--- src/conv_pkg.sv ---
// conv_pkg: pipeline latency constants and width helper functions for the convolution core
package conv_pkg;

    localparam int read_latency = 1;  // registered memory read port
    localparam int mult_stages  = 2;  // pipelined multiplier depth

    // last tap address to result pulse: read, multiply, then one accumulate stage
    localparam int mac_latency  = read_latency + mult_stages + 1;

    // free fifo slots needed before a pixel may start
    localparam int fifo_reserve = mac_latency + 1;

    // bits to hold a kernel size in 0..maxk
    function automatic int k_bits(input int maxk);
        return $clog2(maxk + 1);
    endfunction

    // accumulator width
    // worst case is maxk^2 products of two most-negative samples plus the bias,
    // then one more bit for the sign
    function automatic int out_width(input int inw, input int maxk);
        longint unsigned prod_max;  // (-2^(inw-1))^2
        longint unsigned sum_max;   // largest magnitude the accumulator can reach
        prod_max = longint'(1) << (2 * inw - 2);
        sum_max  = longint'(maxk) * longint'(maxk) * prod_max;
        sum_max  = sum_max + (longint'(1) << (inw - 1));  // bias magnitude on top
        return $clog2(sum_max + 1) + 1;
    endfunction

endpackage

--- src/conv_input_mems.sv ---
// conv_input_mems: job loader with k, weight, bias and image storage and registered read ports
`timescale 1ns/1ps

module conv_input_mems import conv_pkg::*; #(
    parameter int  INW  = 12,
    parameter int  R    = 9,
    parameter int  C    = 8,
    parameter int  MAXK = 5,
    localparam int KW   = k_bits(MAXK),
    localparam int XAW  = $clog2(R * C),
    localparam int WAW  = $clog2(MAXK * MAXK)
) (
    input  logic                  clk,
    input  logic                  reset,
    input  logic signed [INW-1:0] INPUT_TDATA,
    input  logic [KW-1:0]         INPUT_TUSER,   // kernel size, sampled on the first word
    input  logic                  INPUT_TVALID,
    output logic                  INPUT_TREADY,
    input  logic                  job_release,   // pulse from the sequencer, job consumed
    output logic                  loaded,        // whole job is in memory
    output logic [KW-1:0]         k,
    input  logic [XAW-1:0]        x_addr,
    input  logic [WAW-1:0]        w_addr,
    output logic signed [INW-1:0] x_data,
    output logic signed [INW-1:0] w_data,
    output logic signed [INW-1:0] bias
);

    // load phases, in stream order
    localparam logic [1:0] PH_K = 2'd0;
    localparam logic [1:0] PH_W = 2'd1;
    localparam logic [1:0] PH_B = 2'd2;
    localparam logic [1:0] PH_X = 2'd3;

    // one counter serves both weights and pixels, sized for the larger
    localparam int CNTW = $clog2(((R * C > MAXK * MAXK) ? R * C : MAXK * MAXK) + 1);

    logic [1:0]            phase;
    logic [CNTW-1:0]       cnt;                // word index inside the current phase
    logic [2*KW-1:0]       k_sq;               // number of weights in this job
    logic signed [INW-1:0] w_mem [MAXK*MAXK];  // row-major kernel
    logic signed [INW-1:0] x_mem [R*C];        // row-major image
    logic                  accept;
    logic                  w_done;
    logic                  x_done;

    assign INPUT_TREADY = !loaded;                // blocked while a job is held
    assign accept       = INPUT_TVALID && INPUT_TREADY;
    assign w_done       = (cnt == CNTW'(k_sq) - CNTW'(1));  // last weight word
    assign x_done       = (cnt == CNTW'(R * C - 1));        // last pixel word

    // phase walk and job hand-off
    always_ff @(posedge clk) begin
        if (reset) begin
            phase  <= PH_K;
            cnt    <= '0;
            loaded <= 1'b0;
        end else begin
            if (job_release)
                loaded <= 1'b0;  // ready comes back with it
            if (accept) begin
                case (phase)
                    PH_K: begin
                        phase <= PH_W;
                        cnt   <= '0;
                    end
                    PH_W: begin
                        if (w_done) begin
                            phase <= PH_B;
                            cnt   <= '0;
                        end else begin
                            cnt <= cnt + 1'b1;
                        end
                    end
                    PH_B: phase <= PH_X;  // single bias word
                    PH_X: begin
                        if (x_done) begin
                            phase  <= PH_K;  // next word opens a new job
                            cnt    <= '0;
                            loaded <= 1'b1;
                        end else begin
                            cnt <= cnt + 1'b1;
                        end
                    end
                endcase
            end
        end
    end

    // storage writes and read ports
    always_ff @(posedge clk) begin
        if (accept) begin
            case (phase)
                PH_K: begin
                    k    <= INPUT_TUSER;
                    k_sq <= INPUT_TUSER * INPUT_TUSER;
                end
                PH_W:    w_mem[cnt[WAW-1:0]] <= INPUT_TDATA;
                PH_B:    bias <= INPUT_TDATA;
                PH_X:    x_mem[cnt[XAW-1:0]] <= INPUT_TDATA;
            endcase
        end
        x_data <= x_mem[x_addr];  // data one cycle after the address
        w_data <= w_mem[w_addr];
    end

endmodule

--- src/conv_mac.sv ---
// conv_mac: two-stage signed multiplier, tap marker delay line and bias-seeded accumulator
`timescale 1ns/1ps

module conv_mac import conv_pkg::*; #(
    parameter int  INW  = 12,
    parameter int  MAXK = 5,
    localparam int OUTW = out_width(INW, MAXK)
) (
    input  logic                   clk,
    input  logic                   reset,
    input  logic signed [INW-1:0]  x_data,
    input  logic signed [INW-1:0]  w_data,
    input  logic signed [INW-1:0]  bias,
    input  logic                   tap_valid,
    input  logic                   tap_first,
    input  logic                   tap_last,
    output logic signed [OUTW-1:0] result,
    output logic                   result_valid
);

    // markers travel with the read and then the multiplier
    localparam int DLY = read_latency + mult_stages;

    logic signed [2*INW-1:0] prod [mult_stages];  // multiplier pipe, last entry is aligned
    logic [DLY-1:0]          v_dly;
    logic [DLY-1:0]          f_dly;
    logic [DLY-1:0]          l_dly;
    logic signed [OUTW-1:0]  acc;
    logic signed [OUTW-1:0]  acc_next;
    logic signed [OUTW-1:0]  prod_ext;
    logic signed [OUTW-1:0]  bias_ext;

    assign prod_ext = OUTW'(prod[mult_stages-1]);  // sign extended
    assign bias_ext = OUTW'(bias);
    // first tap of a pixel restarts from the bias
    assign acc_next = (f_dly[DLY-1] ? bias_ext : acc) + prod_ext;

    always_ff @(posedge clk) begin
        if (reset) begin
            v_dly        <= '0;
            f_dly        <= '0;
            l_dly        <= '0;
            result_valid <= 1'b0;
        end else begin
            v_dly        <= {v_dly[DLY-2:0], tap_valid};
            f_dly        <= {f_dly[DLY-2:0], tap_first};
            l_dly        <= {l_dly[DLY-2:0], tap_last};
            result_valid <= l_dly[DLY-1];  // one pulse per pixel
        end
    end

    always_ff @(posedge clk) begin
        prod[0] <= x_data * w_data;
        for (int s = 1; s < mult_stages; s++)
            prod[s] <= prod[s-1];
        if (v_dly[DLY-1])
            acc <= acc_next;
        if (l_dly[DLY-1])
            result <= acc_next;  // held while the next pixel accumulates
    end

endmodule

--- src/conv_out_fifo.sv ---
// conv_out_fifo: result FIFO with occupancy-based room flag and registered output stream stage
`timescale 1ns/1ps

module conv_out_fifo import conv_pkg::*; #(
    parameter int  INW        = 12,
    parameter int  MAXK       = 5,
    parameter int  FIFO_DEPTH = 16,
    localparam int OUTW       = out_width(INW, MAXK)
) (
    input  logic                   clk,
    input  logic                   reset,
    input  logic signed [OUTW-1:0] result,
    input  logic                   result_valid,
    output logic                   room,
    output logic signed [OUTW-1:0] OUTPUT_TDATA,
    output logic                   OUTPUT_TVALID,
    input  logic                   OUTPUT_TREADY
);

    localparam int PW = (FIFO_DEPTH > 1) ? $clog2(FIFO_DEPTH) : 1;
    localparam int NW = $clog2(FIFO_DEPTH + 2);

    logic signed [OUTW-1:0] mem [FIFO_DEPTH];
    logic [PW-1:0]          wr_ptr;
    logic [PW-1:0]          rd_ptr;
    logic [NW-1:0]          count;     // entries in mem, output stage not included
    logic                   out_load;  // output stage may take a new word
    logic                   mem_rd;
    logic                   mem_wr;
    logic                   bypass;    // empty fifo, result goes straight to the output stage

    assign out_load = !OUTPUT_TVALID || OUTPUT_TREADY;
    assign mem_rd   = out_load && (count != '0);
    assign bypass   = out_load && (count == '0) && result_valid;
    assign mem_wr   = result_valid && !bypass;
    // an incoming result already counts against the free space
    assign room     = (count + NW'(result_valid)) <= NW'(FIFO_DEPTH - fifo_reserve);

    always_ff @(posedge clk) begin
        if (reset) begin
            wr_ptr        <= '0;
            rd_ptr        <= '0;
            count         <= '0;
            OUTPUT_TVALID <= 1'b0;
        end else begin
            if (mem_wr)
                wr_ptr <= (wr_ptr == PW'(FIFO_DEPTH - 1)) ? '0 : wr_ptr + 1'b1;
            if (mem_rd)
                rd_ptr <= (rd_ptr == PW'(FIFO_DEPTH - 1)) ? '0 : rd_ptr + 1'b1;
            count <= count + NW'(mem_wr) - NW'(mem_rd);
            if (out_load)
                OUTPUT_TVALID <= mem_rd || bypass;  // holds while stalled
        end
    end

    always_ff @(posedge clk) begin
        if (mem_wr)
            mem[wr_ptr] <= result;
        if (mem_rd)
            OUTPUT_TDATA <= mem[rd_ptr];
        else if (bypass)
            OUTPUT_TDATA <= result;
    end

endmodule

--- src/conv_sequencer.sv ---
// conv_sequencer: output pixel and kernel tap walker with read addressing, tap markers and job release
`timescale 1ns/1ps

module conv_sequencer import conv_pkg::*; #(
    parameter int  R    = 9,
    parameter int  C    = 8,
    parameter int  MAXK = 5,
    localparam int KW   = k_bits(MAXK),
    localparam int XAW  = $clog2(R * C),
    localparam int WAW  = $clog2(MAXK * MAXK)
) (
    input  logic           clk,
    input  logic           reset,
    input  logic           loaded,
    input  logic [KW-1:0]  k,
    input  logic           room,         // fifo can take a full pixel pipeline
    output logic           job_release,
    output logic           tap_valid,
    output logic           tap_first,
    output logic           tap_last,
    output logic [XAW-1:0] x_addr,
    output logic [WAW-1:0] w_addr
);

    localparam int RW  = $clog2(R + 1);
    localparam int CLW = $clog2(C + 1);
    localparam int DW  = $clog2(mac_latency + 1);

    logic           running;     // job picked up
    logic           all_issued;  // every tap of the job has gone out
    logic [RW-1:0]  r;           // output row
    logic [CLW-1:0] c;           // output column
    logic [KW-1:0]  i;           // kernel row
    logic [KW-1:0]  j;           // kernel column
    logic [XAW-1:0] pix_base;    // image address of tap (0,0) for pixel r,c
    logic [XAW-1:0] next_base;
    logic [XAW-1:0] start_base;
    logic [XAW-1:0] row_jump;    // from end of one kernel row to start of the next
    logic [DW-1:0]  drain;       // counts down the mac pipeline after the last tap
    logic [KW-1:0]  k_m1;
    logic           row_end;
    logic           c_wrap;
    logic           pix_last;
    logic           start_pix;

    assign k_m1      = k - 1'b1;
    assign row_end   = (j == k_m1);
    assign tap_first = tap_valid && (i == '0) && (j == '0);
    assign tap_last  = tap_valid && (i == k_m1) && row_end;
    assign c_wrap    = (c == CLW'(C) - CLW'(k));              // c == C-K
    assign pix_last  = c_wrap && (r == RW'(R) - RW'(k));       // bottom-right pixel
    assign row_jump  = XAW'(C) - XAW'(k) + 1'b1;
    // moving right is +1, wrapping to the next output row skips k-1 columns more
    assign next_base = c_wrap ? pix_base + XAW'(k) : pix_base + 1'b1;
    assign start_base = tap_valid ? next_base : pix_base;
    // a pixel starts from idle, or right behind the last tap of the one before
    assign start_pix = running && !all_issued && room && (!tap_valid || (tap_last && !pix_last));
    assign job_release = all_issued && (drain == DW'(1));  // last result reaches the fifo now

    always_ff @(posedge clk) begin
        if (reset) begin
            running    <= 1'b0;
            all_issued <= 1'b0;
            tap_valid  <= 1'b0;
            drain      <= '0;
            r          <= '0;
            c          <= '0;
            i          <= '0;
            j          <= '0;
            pix_base   <= '0;
            x_addr     <= '0;
            w_addr     <= '0;
        end else if (!loaded) begin
            running    <= 1'b0;  // wait for the next job
            all_issued <= 1'b0;
            tap_valid  <= 1'b0;
            drain      <= '0;
        end else if (!running) begin
            running  <= 1'b1;
            r        <= '0;
            c        <= '0;
            pix_base <= '0;
        end else begin
            if (drain != '0)
                drain <= drain - 1'b1;
            if (tap_valid && !tap_last) begin
                w_addr <= w_addr + 1'b1;  // weights are contiguous
                if (row_end) begin
                    j      <= '0;
                    i      <= i + 1'b1;
                    x_addr <= x_addr + row_jump;
                end else begin
                    j      <= j + 1'b1;
                    x_addr <= x_addr + 1'b1;
                end
            end else begin
                if (tap_last) begin
                    if (pix_last) begin
                        all_issued <= 1'b1;
                        drain      <= DW'(mac_latency);
                    end else begin
                        pix_base <= next_base;
                        if (c_wrap) begin
                            c <= '0;
                            r <= r + 1'b1;
                        end else begin
                            c <= c + 1'b1;
                        end
                    end
                end
                tap_valid <= start_pix;  // gap here only when room is low
                if (start_pix) begin
                    x_addr <= start_base;
                    w_addr <= '0;
                    i      <= '0;
                    j      <= '0;
                end
            end
        end
    end

endmodule

--- src/conv_top.sv ---
// conv_top: convolution accelerator with input loader, tap sequencer, mac pipeline and output fifo
`timescale 1ns/1ps

module conv_top #(
    parameter int  INW        = 12,
    parameter int  R          = 9,
    parameter int  C          = 8,
    parameter int  MAXK       = 5,
    parameter int  FIFO_DEPTH = 16,
    localparam int KW         = conv_pkg::k_bits(MAXK),
    localparam int OUTW       = conv_pkg::out_width(INW, MAXK),
    localparam int XAW        = $clog2(R * C),
    localparam int WAW        = $clog2(MAXK * MAXK)
) (
    input  logic                   clk,
    input  logic                   reset,
    input  logic signed [INW-1:0]  INPUT_TDATA,
    input  logic [KW-1:0]          INPUT_TUSER,
    input  logic                   INPUT_TVALID,
    output logic                   INPUT_TREADY,
    output logic signed [OUTW-1:0] OUTPUT_TDATA,
    output logic                   OUTPUT_TVALID,
    input  logic                   OUTPUT_TREADY
);

    logic                   loaded;
    logic                   job_release;
    logic [KW-1:0]          k;
    logic [XAW-1:0]         x_addr;
    logic [WAW-1:0]         w_addr;
    logic signed [INW-1:0]  x_data;
    logic signed [INW-1:0]  w_data;
    logic signed [INW-1:0]  bias;
    logic                   tap_valid;
    logic                   tap_first;
    logic                   tap_last;
    logic signed [OUTW-1:0] result;
    logic                   result_valid;
    logic                   room;

    conv_input_mems #(.INW(INW), .R(R), .C(C), .MAXK(MAXK)) i_input_mems (
        .clk, .reset,
        .INPUT_TDATA, .INPUT_TUSER, .INPUT_TVALID, .INPUT_TREADY,
        .job_release, .loaded, .k,
        .x_addr, .w_addr, .x_data, .w_data, .bias
    );

    conv_sequencer #(.R(R), .C(C), .MAXK(MAXK)) i_sequencer (
        .clk, .reset, .loaded, .k, .room,
        .job_release, .tap_valid, .tap_first, .tap_last,
        .x_addr, .w_addr
    );

    conv_mac #(.INW(INW), .MAXK(MAXK)) i_mac (
        .clk, .reset, .x_data, .w_data, .bias,
        .tap_valid, .tap_first, .tap_last,
        .result, .result_valid
    );

    conv_out_fifo #(.INW(INW), .MAXK(MAXK), .FIFO_DEPTH(FIFO_DEPTH)) i_out_fifo (
        .clk, .reset, .result, .result_valid, .room,
        .OUTPUT_TDATA, .OUTPUT_TVALID, .OUTPUT_TREADY
    );

endmodule

--- config.mk ---
export PLATFORM = sky130hd
export DESIGN_NAME = conv_top
export DESIGN_NICKNAME = d
export VERILOG_FILES = /design/src/conv_pkg.sv /design/src/conv_input_mems.sv /design/src/conv_mac.sv /design/src/conv_out_fifo.sv /design/src/conv_sequencer.sv /design/src/conv_top.sv
export SDC_FILE = /design/constraint.sdc
export NUM_CORES = 2
export LEC_CHECK = 0
export ABC_AREA = 1
export BUFFER_PORTS_ARGS = -buffer_cell sky130_fd_sc_hd__buf_2
export CORE_MARGIN = 2
export CORE_UTILIZATION = 50
export CTS_BUF_LIST = sky130_fd_sc_hd__clkbuf_8
export DETAILED_ROUTE_END_ITERATION = 8
export PLACE_DENSITY = 0.77
export REMOVE_ABC_BUFFERS = 1
export SLEW_MARGIN = 20
export SYNTH_ARGS = -nofsm -noshare
export SYNTH_HDL_FRONTEND = slang
export SYNTH_SLANG_ARGS = --single-unit
--- constraint.sdc ---
create_clock -name clk -period 12.15 [get_ports clk]
set_clock_uncertainty 0.2 [all_clocks]
set_input_delay 1.8225 -clock clk [delete_from_list [all_inputs] [get_ports clk]]
set_output_delay 1.8225 -clock clk [all_outputs]
set_load 0.02 [all_outputs]
Word-level counts from Yosys, hierarchy flattened
Memory sizes are Yosys's and may differ from the RTL's. A register that Yosys moved wholly into a read port is not among the register bits.
Index checks and enable logic that the tools add are counted.
{"block": "word_totals", "wordCells": 181, "out_inout_bits": 30, "ramBits": 1660, "register_bits": 178, "inputBits": 19, "n_memories": 4}
{"block": "classes", "n_mul": 2, "eq_ne": 19, "reduce_logical": 46, "muxes": 56, "order_cmp": 1, "n_bitwise": 2, "add_sub_neg": 23}
{"name": "i_input_mems.x_mem", "depth": 72, "word_bits": 12, "read_ports": 1, "rd_ports_with_merged_regs": 1, "wr": 1, "line_no": "conv_input_mems.sv:42", "text": "logic signed [INW-1:0] x_mem [R*C];"}
{"name": "i_out_fifo.mem", "depth": 16, "word_bits": 28, "read_ports": 1, "rd_ports_with_merged_regs": 1, "wr": 1, "line_no": "conv_out_fifo.sv:23", "text": "logic signed [OUTW-1:0] mem [FIFO_DEPTH];"}
{"name": "i_input_mems.w_mem", "depth": 25, "word_bits": 12, "read_ports": 1, "rd_ports_with_merged_regs": 1, "wr": 1, "line_no": "conv_input_mems.sv:41", "text": "logic signed [INW-1:0] w_mem [MAXK*MAXK];"}
{"name": "i_mac.prod", "depth": 2, "word_bits": 24, "read_ports": 2, "rd_ports_with_merged_regs": 0, "wr": 2, "line_no": "conv_mac.sv:24", "text": "logic signed [2*INW-1:0] prod [mult_stages];"}
{"op": "$mux W28", "n": 3}
{"op": "$mux W7", "n": 11}
{"op": "$mux W4", "n": 14}
{"op": "$add A28 B24 Y28", "n": 1}
{"op": "$add A7 B1 Y7 const B", "n": 4}
{"op": "$mux W3", "n": 9}
{"op": "$mul A12 B12 Y24", "n": 1}
{"op": "$pmux W7 S3", "n": 1}
{"op": "$add A4 B1 Y4 const B", "n": 4}
{"op": "$logic_and A1 B1 Y1", "n": 16}
{"op": "$mux W1", "n": 13}
{"op": "$reduce_and A4 Y1", "n": 3}
{"op": "$add A5 B1 Y5", "n": 2}
{"op": "$mux W5", "n": 2}
{"op": "$eq A4 B4 Y1", "n": 2}
{"op": "$eq A4 B4 Y1 const B", "n": 2}
{"op": "$ne A2 B1 Y1 const B", "n": 4}
{"op": "$pmux W2 S4", "n": 1}
{"op": "$reduce_and A2 Y1", "n": 4}
{"op": "$sub A4 B3 Y4 const A", "n": 2}
{"op": "$add A7 B3 Y7", "n": 1}
{"op": "$add A7 B7 Y7", "n": 1}
{"op": "$eq A7 B7 Y1", "n": 1}
{"op": "$eq A7 B7 Y1 const B", "n": 1}
{"op": "26 further kinds", "n": 46}

Logic depth before layout (Yosys ltp)
{"block": "depth", "word_depth": 9, "mapped_depth": 22, "depth_no_buf": 22}

Modules after synthesis
Synthesis repeated with hierarchy kept, for this count alone.
{"block": "unflattened", "cells_unflattened": 7536, "area_unflattened_um2": 83196.0}
{"module": "conv_input_mems", "seq_area_each_um2": 36204.7, "n_inst": 1, "area_per_inst_um2": 48980.7, "cells_per_inst": 4008}
{"module": "conv_out_fifo", "seq_area_each_um2": 14654.1, "n_inst": 1, "area_per_inst_um2": 20126.8, "cells_per_inst": 1726}
{"module": "conv_mac", "seq_area_each_um2": 2842.7, "n_inst": 1, "area_per_inst_um2": 11185.7, "cells_per_inst": 1398}
{"module": "conv_sequencer", "seq_area_each_um2": 780.7, "n_inst": 1, "area_per_inst_um2": 2902.8, "cells_per_inst": 404}

Least setup slack after synthesis
No wires, ideal clock.
{"block": "synth_path", "path_type": "input-to-reg", "start": "in OUTPUT_TREADY", "end": "mem i_out_fifo.mem[7][0] (netlist bit), enable pin", "t_arrival_ns": 4.396, "path_buffers": 0, "path_slack_ns": 7.106, "t_required_ns": 11.502, "setup_time_ns": 0.448, "cell_stages": 7, "path_cell_list": "nor2_1 inv_1 nand2_1 nand2_1 inv_1 nand2_1 nor3_1"}
{"block": "synth_between", "elab_chain_len": 7}
{"element": "start: declaration", "line_no": "conv_top.sv:23", "text": "input logic OUTPUT_TREADY"}
{"element": "$logic_or A1 B1 Y1", "line_no": "conv_out_fifo.sv:32", "text": "assign out_load = !OUTPUT_TVALID || OUTPUT_TREADY;"}
{"element": "$logic_and A1 B1 Y1 (2 in a row)", "line_no": "conv_out_fifo.sv:34", "text": "assign bypass = out_load && (count == '0) && result_valid;"}
{"element": "$logic_not A1 Y1", "line_no": "conv_out_fifo.sv:35", "text": "assign mem_wr = result_valid && !bypass;"}
{"element": "$logic_and A1 B1 Y1", "line_no": "conv_out_fifo.sv:35"}
{"element": "named net i_out_fifo.mem_wr", "line_no": "conv_out_fifo.sv:29", "text": "logic mem_wr;"}
{"element": "$mux W1", "line_no": "conv_out_fifo.sv:57", "text": "if (mem_wr)"}
{"element": "$mux W1 (not written as such)", "line_no": "conv_out_fifo.sv:58", "text": "mem[wr_ptr] <= result;"}
{"element": "end: declaration", "line_no": "conv_out_fifo.sv:23"}
The timed path passes the listed nets, and every way through them passes these cells.

==> impl_metrics.csv <==
group,metric,value,unit
yosys,syn_area,81000,um2
drt,viasPerCell,5.76,
finish,fin_nets,7329,
place,io_buffers,48,
timing,relSlewSlack,0.257,
grt,grt_pass1_wl,306000,um
critical_path,cp_cell_sequence,"nand2_1 -> fa_1 -> inv_1 -> fa_1 -> inv_1 -> fa_1 -> fa_1 -> fa_1 -> inv_1 -> ha_1 -> inv_1 -> nor3_1 -> nor3b_1 -> nand4_1 -> nand3_1 -> xor2_1",
clocking,clkTransAtPathRegs,0.06,ns
grt,grt_max_degree,205,
finish,drive_above_1_share,0.0898,
critical_path,worstSetupEndpoint,"i_mac.prod[0][22]$_DFF_P_",
clocking,cts_setup_buffers,0,
die,rows,147,
timing,worstMarginPinSlew,1.11,ns
pwr,ir_drop,0.172,mV
clocking,cts_max_level,5,
drt,vias,54200,
place,gp_congestion,0.911,
hold_path,min-delay-start,"i_mac.prod[0][11]$_DFF_P_",
grt,antenna_found_initial,8,
clocking,cts_buffers,311,
critical_path,critPathRequiredTime,12.86,ns
finish,final_cell_mix,"edfxtp_1 (1715), nor2_1 (1243), o21ai_0 (864), nand2_1 (862), inv_1 (518)",
drt,wire_per_inst,21.3,um
grt,busiest_layer,"met2",
pwr,p_comb_frac,0.183,
finish,syn2layout_area_growth,9.72,%
yosys,synth-main-ff-cell,"edfxtp_1",
yosys,syn_area_per_cell,11.6,um2
finish,fin_util,0.553,
drt,drc_errors,0,
timing,max_freq,186,MHz
critical_path,crit_top_cell,"fa_1",
critical_path,worst-path-max-fanout,12,
die,start_util,0.504,
pwr,power_density,170,nW/um2
yosys,ys_ff_latch,1864,
timing,hold_viol_final,0,
yosys,netlist_instances,6955,
place,dp_hpwl,115000,um
critical_path,cpPeakStageDelay,0.62,ns
critical_path,crit_path_top_delay_cell,"fa_1",
critical_path,cp-end-kind,"register",
die,num_io_pins,49,
drt,ant_nets,0,
grt,track_usage,0.241,
drt,routed_wl,201000,um
die,die_y,406,um
clocking,clock_sinks,1864,
critical_path,r2r_setup_slack,6.78,ns
drt,drt_first_pass_iters,6,
critical_path,start_kind,"register",
pwr,pwr-share-clk,0.330,
yosys,synth_edf_count,1715,
pwr,p_sw,4.36,mW
pwr,p_leak,32.1,nW
timing,setup_viol,0,
clocking,cts_tree,"built",
critical_path,cp_data_arrival_time,6.08,ns
clocking,cts_root_buf,"clkbuf_8",
clocking,cts_hold_buffers,0,
finish,fill_cells,12900,
pwr,sw_frac_of_total,0.289,
critical_path,rr_worst_depth,16,
clocking,cts_resized,0,
grt,grtUsageMet1,0.330,
critical_path,r2r_start,"i_input_mems.w_data[3]$_DFF_P_",
clocking,clk_latency,1.02,ns
timing,post-route-min-period,5.37,ns
grt,grt_pass1_vias,52800,
yosys,yosysWarnings,0,
run,maxCapViolCount,0,
timing,whs,0.117,ns
yosys,seq_area_frac_synth,0.673,
critical_path,timing.rr.end,"i_mac.prod[0][22]$_DFF_P_",
clocking,clk_path_buf_depth,4,
finish,stdcell_count,9412,
place,dp.cells,8890,
timing,finalSetupTns,0,ns
timing,rsz0062_at_grt,"false",
critical_path,criticalPathCategory,"reg -> reg",
grt,grtUsageMet2,0.380,
finish,final_common_cell,"edfxtp_1",
pwr,power_frac_seq,0.487,
die,die_x,406,um
timing,post-route-period-util,0.442,
critical_path,crit_start,"i_input_mems.w_data[3]$_DFF_P_",
yosys,synthArstFlopShare,0,
outcome,status,"completed",
grt,use_met3,0.0496,
die,dieArea,165000,um2
grt,grt_overflow,0,
drt,drt_iter0_drc,7055,
die,floorplan.core_area,161000,um2
hold_path,hp-class,"reg -> reg",
timing,maxSlewViolCount,0,
yosys,synth_cell_type_count,53,
pwr,p_int,10.7,mW
flip-flops by register name (all words and copies together), names as in the netlist, 4 cells and up, named ones only:
name,count
i_input_mems.bias,12
i_input_mems.cnt,7
i_input_mems.k_sq,5
i_input_mems.w_data,12
i_input_mems.w_mem,300
i_input_mems.x_data,12
i_input_mems.x_mem,864
i_mac.acc,28
i_mac.prod,48
i_mac.result,28
i_out_fifo.OUTPUT_TDATA,28
i_out_fifo.count,5
i_out_fifo.mem,448
i_out_fifo.rd_ptr,4
i_out_fifo.wr_ptr,4
i_sequencer.c,4
i_sequencer.pix_base,7
i_sequencer.r,4
i_sequencer.w_addr,5
i_sequencer.x_addr,7
synth_stat cells (59+ instances only):
master / n / area [um2]
dfxtp_1: 149 / 2980
xor2_1: 59 / 517
buf_2: 81 / 405
inv_1: 432 / 1620
nand2_1: 862 / 3240
clkbuf_1: 255 / 957
a21oi_1: 115 / 576
nand3_1: 253 / 1270
o22ai_1: 104 / 651
o211ai_1: 88 / 661
o21ai_0: 864 / 4320
nor2_1: 1306 / 4900
o221ai_1: 108 / 946
edfxtp_1: 1715 / 51500
fa_1: 142 / 2840
ha_1: 125 / 1560
per-stage QoR:
step / setup WS, ns / power, mW / instance area (um2)
after floorplan: -4.70 / 9.37 / 79400
after global placement: 6.80 / 10.1 / 83300
after detailed placement: 6.80 / 10.2 / 83400
after CTS: 6.78 / 15.1 / 88700
after global routing: 6.37 / 15.7 / 88800
final: 6.78 / 15.1 / 88800
critical path, delay by kind of cell, from the launching register on:
family | cells | cell delay (ns)
adder cells (fa/ha/maj) | 6 | 2.97
AND/OR/NAND/NOR | 5 | 1.00
flip-flops | 1 | 0.61
buffers and inverters | 4 | 0.35
XOR/XNOR | 1 | 0.14
cell families (layout without fill, tap and decap cells):
group	count (synthesis)	after routing	share of synthesized area
AND/OR/NAND/NOR	2511	2511	0.123
other	0	6	0
XOR/XNOR	82	82	0.00887
adder cells (fa/ha/maj)	267	267	0.0544
multiplexers	10	10	0.00139
buffers and inverters	824	1115	0.0406
AO/OA/AOI/OAI	1397	1397	0.0987
flip-flops	1864	1864	0.673
metal layers:
metal  routed length [um]  vias to the layer above
met1                78500                    26100
met5                   39                        -
met4                 7150                        6
li1                     -                    24600
met3                21800                      519
met2                93400                     2994
cell type report:
class / instances / area (um2) / area share
Timing Repair Buffer: 153 / 1070 / 0.0121
Clock inverter: 188 / 881 / 0.00991
Antenna cell: 6 / 15.0 / 0.000169
Sequential cell: 1864 / 54500 / 0.613
Inverter: 446 / 1690 / 0.0191
Multi-Input combinational cell: 4267 / 23500 / 0.264
Tap cell: 2160 / 2700 / 0.0304
Clock buffer: 328 / 4510 / 0.0508
how the worst min path moves through the flow:
stage	end	depth (start not counted)
floorplan	i_mac.prod[0][24]$_DFF_P_	0
global placement	i_mac.prod[0][36]$_DFF_P_	0
detailed placement	i_mac.prod[0][40]$_DFF_P_	0
CTS	i_mac.prod[0][35]$_DFF_P_	0
global route	i_mac.prod[0][35]$_DFF_P_	0
finish	i_mac.prod[0][35]$_DFF_P_	0
power groups by stage:
stage	Sequential, mW	Clock [mW]	Combinational, mW
after floorplan	7.56	0	1.81
after global placement	7.47	0	2.67
after detailed placement	7.47	0	2.73
after CTS	7.34	5.02	2.74
after global routing	7.35	5.29	3.09
final	7.34	4.97	2.75
Power figures use the tool's default switching activity.
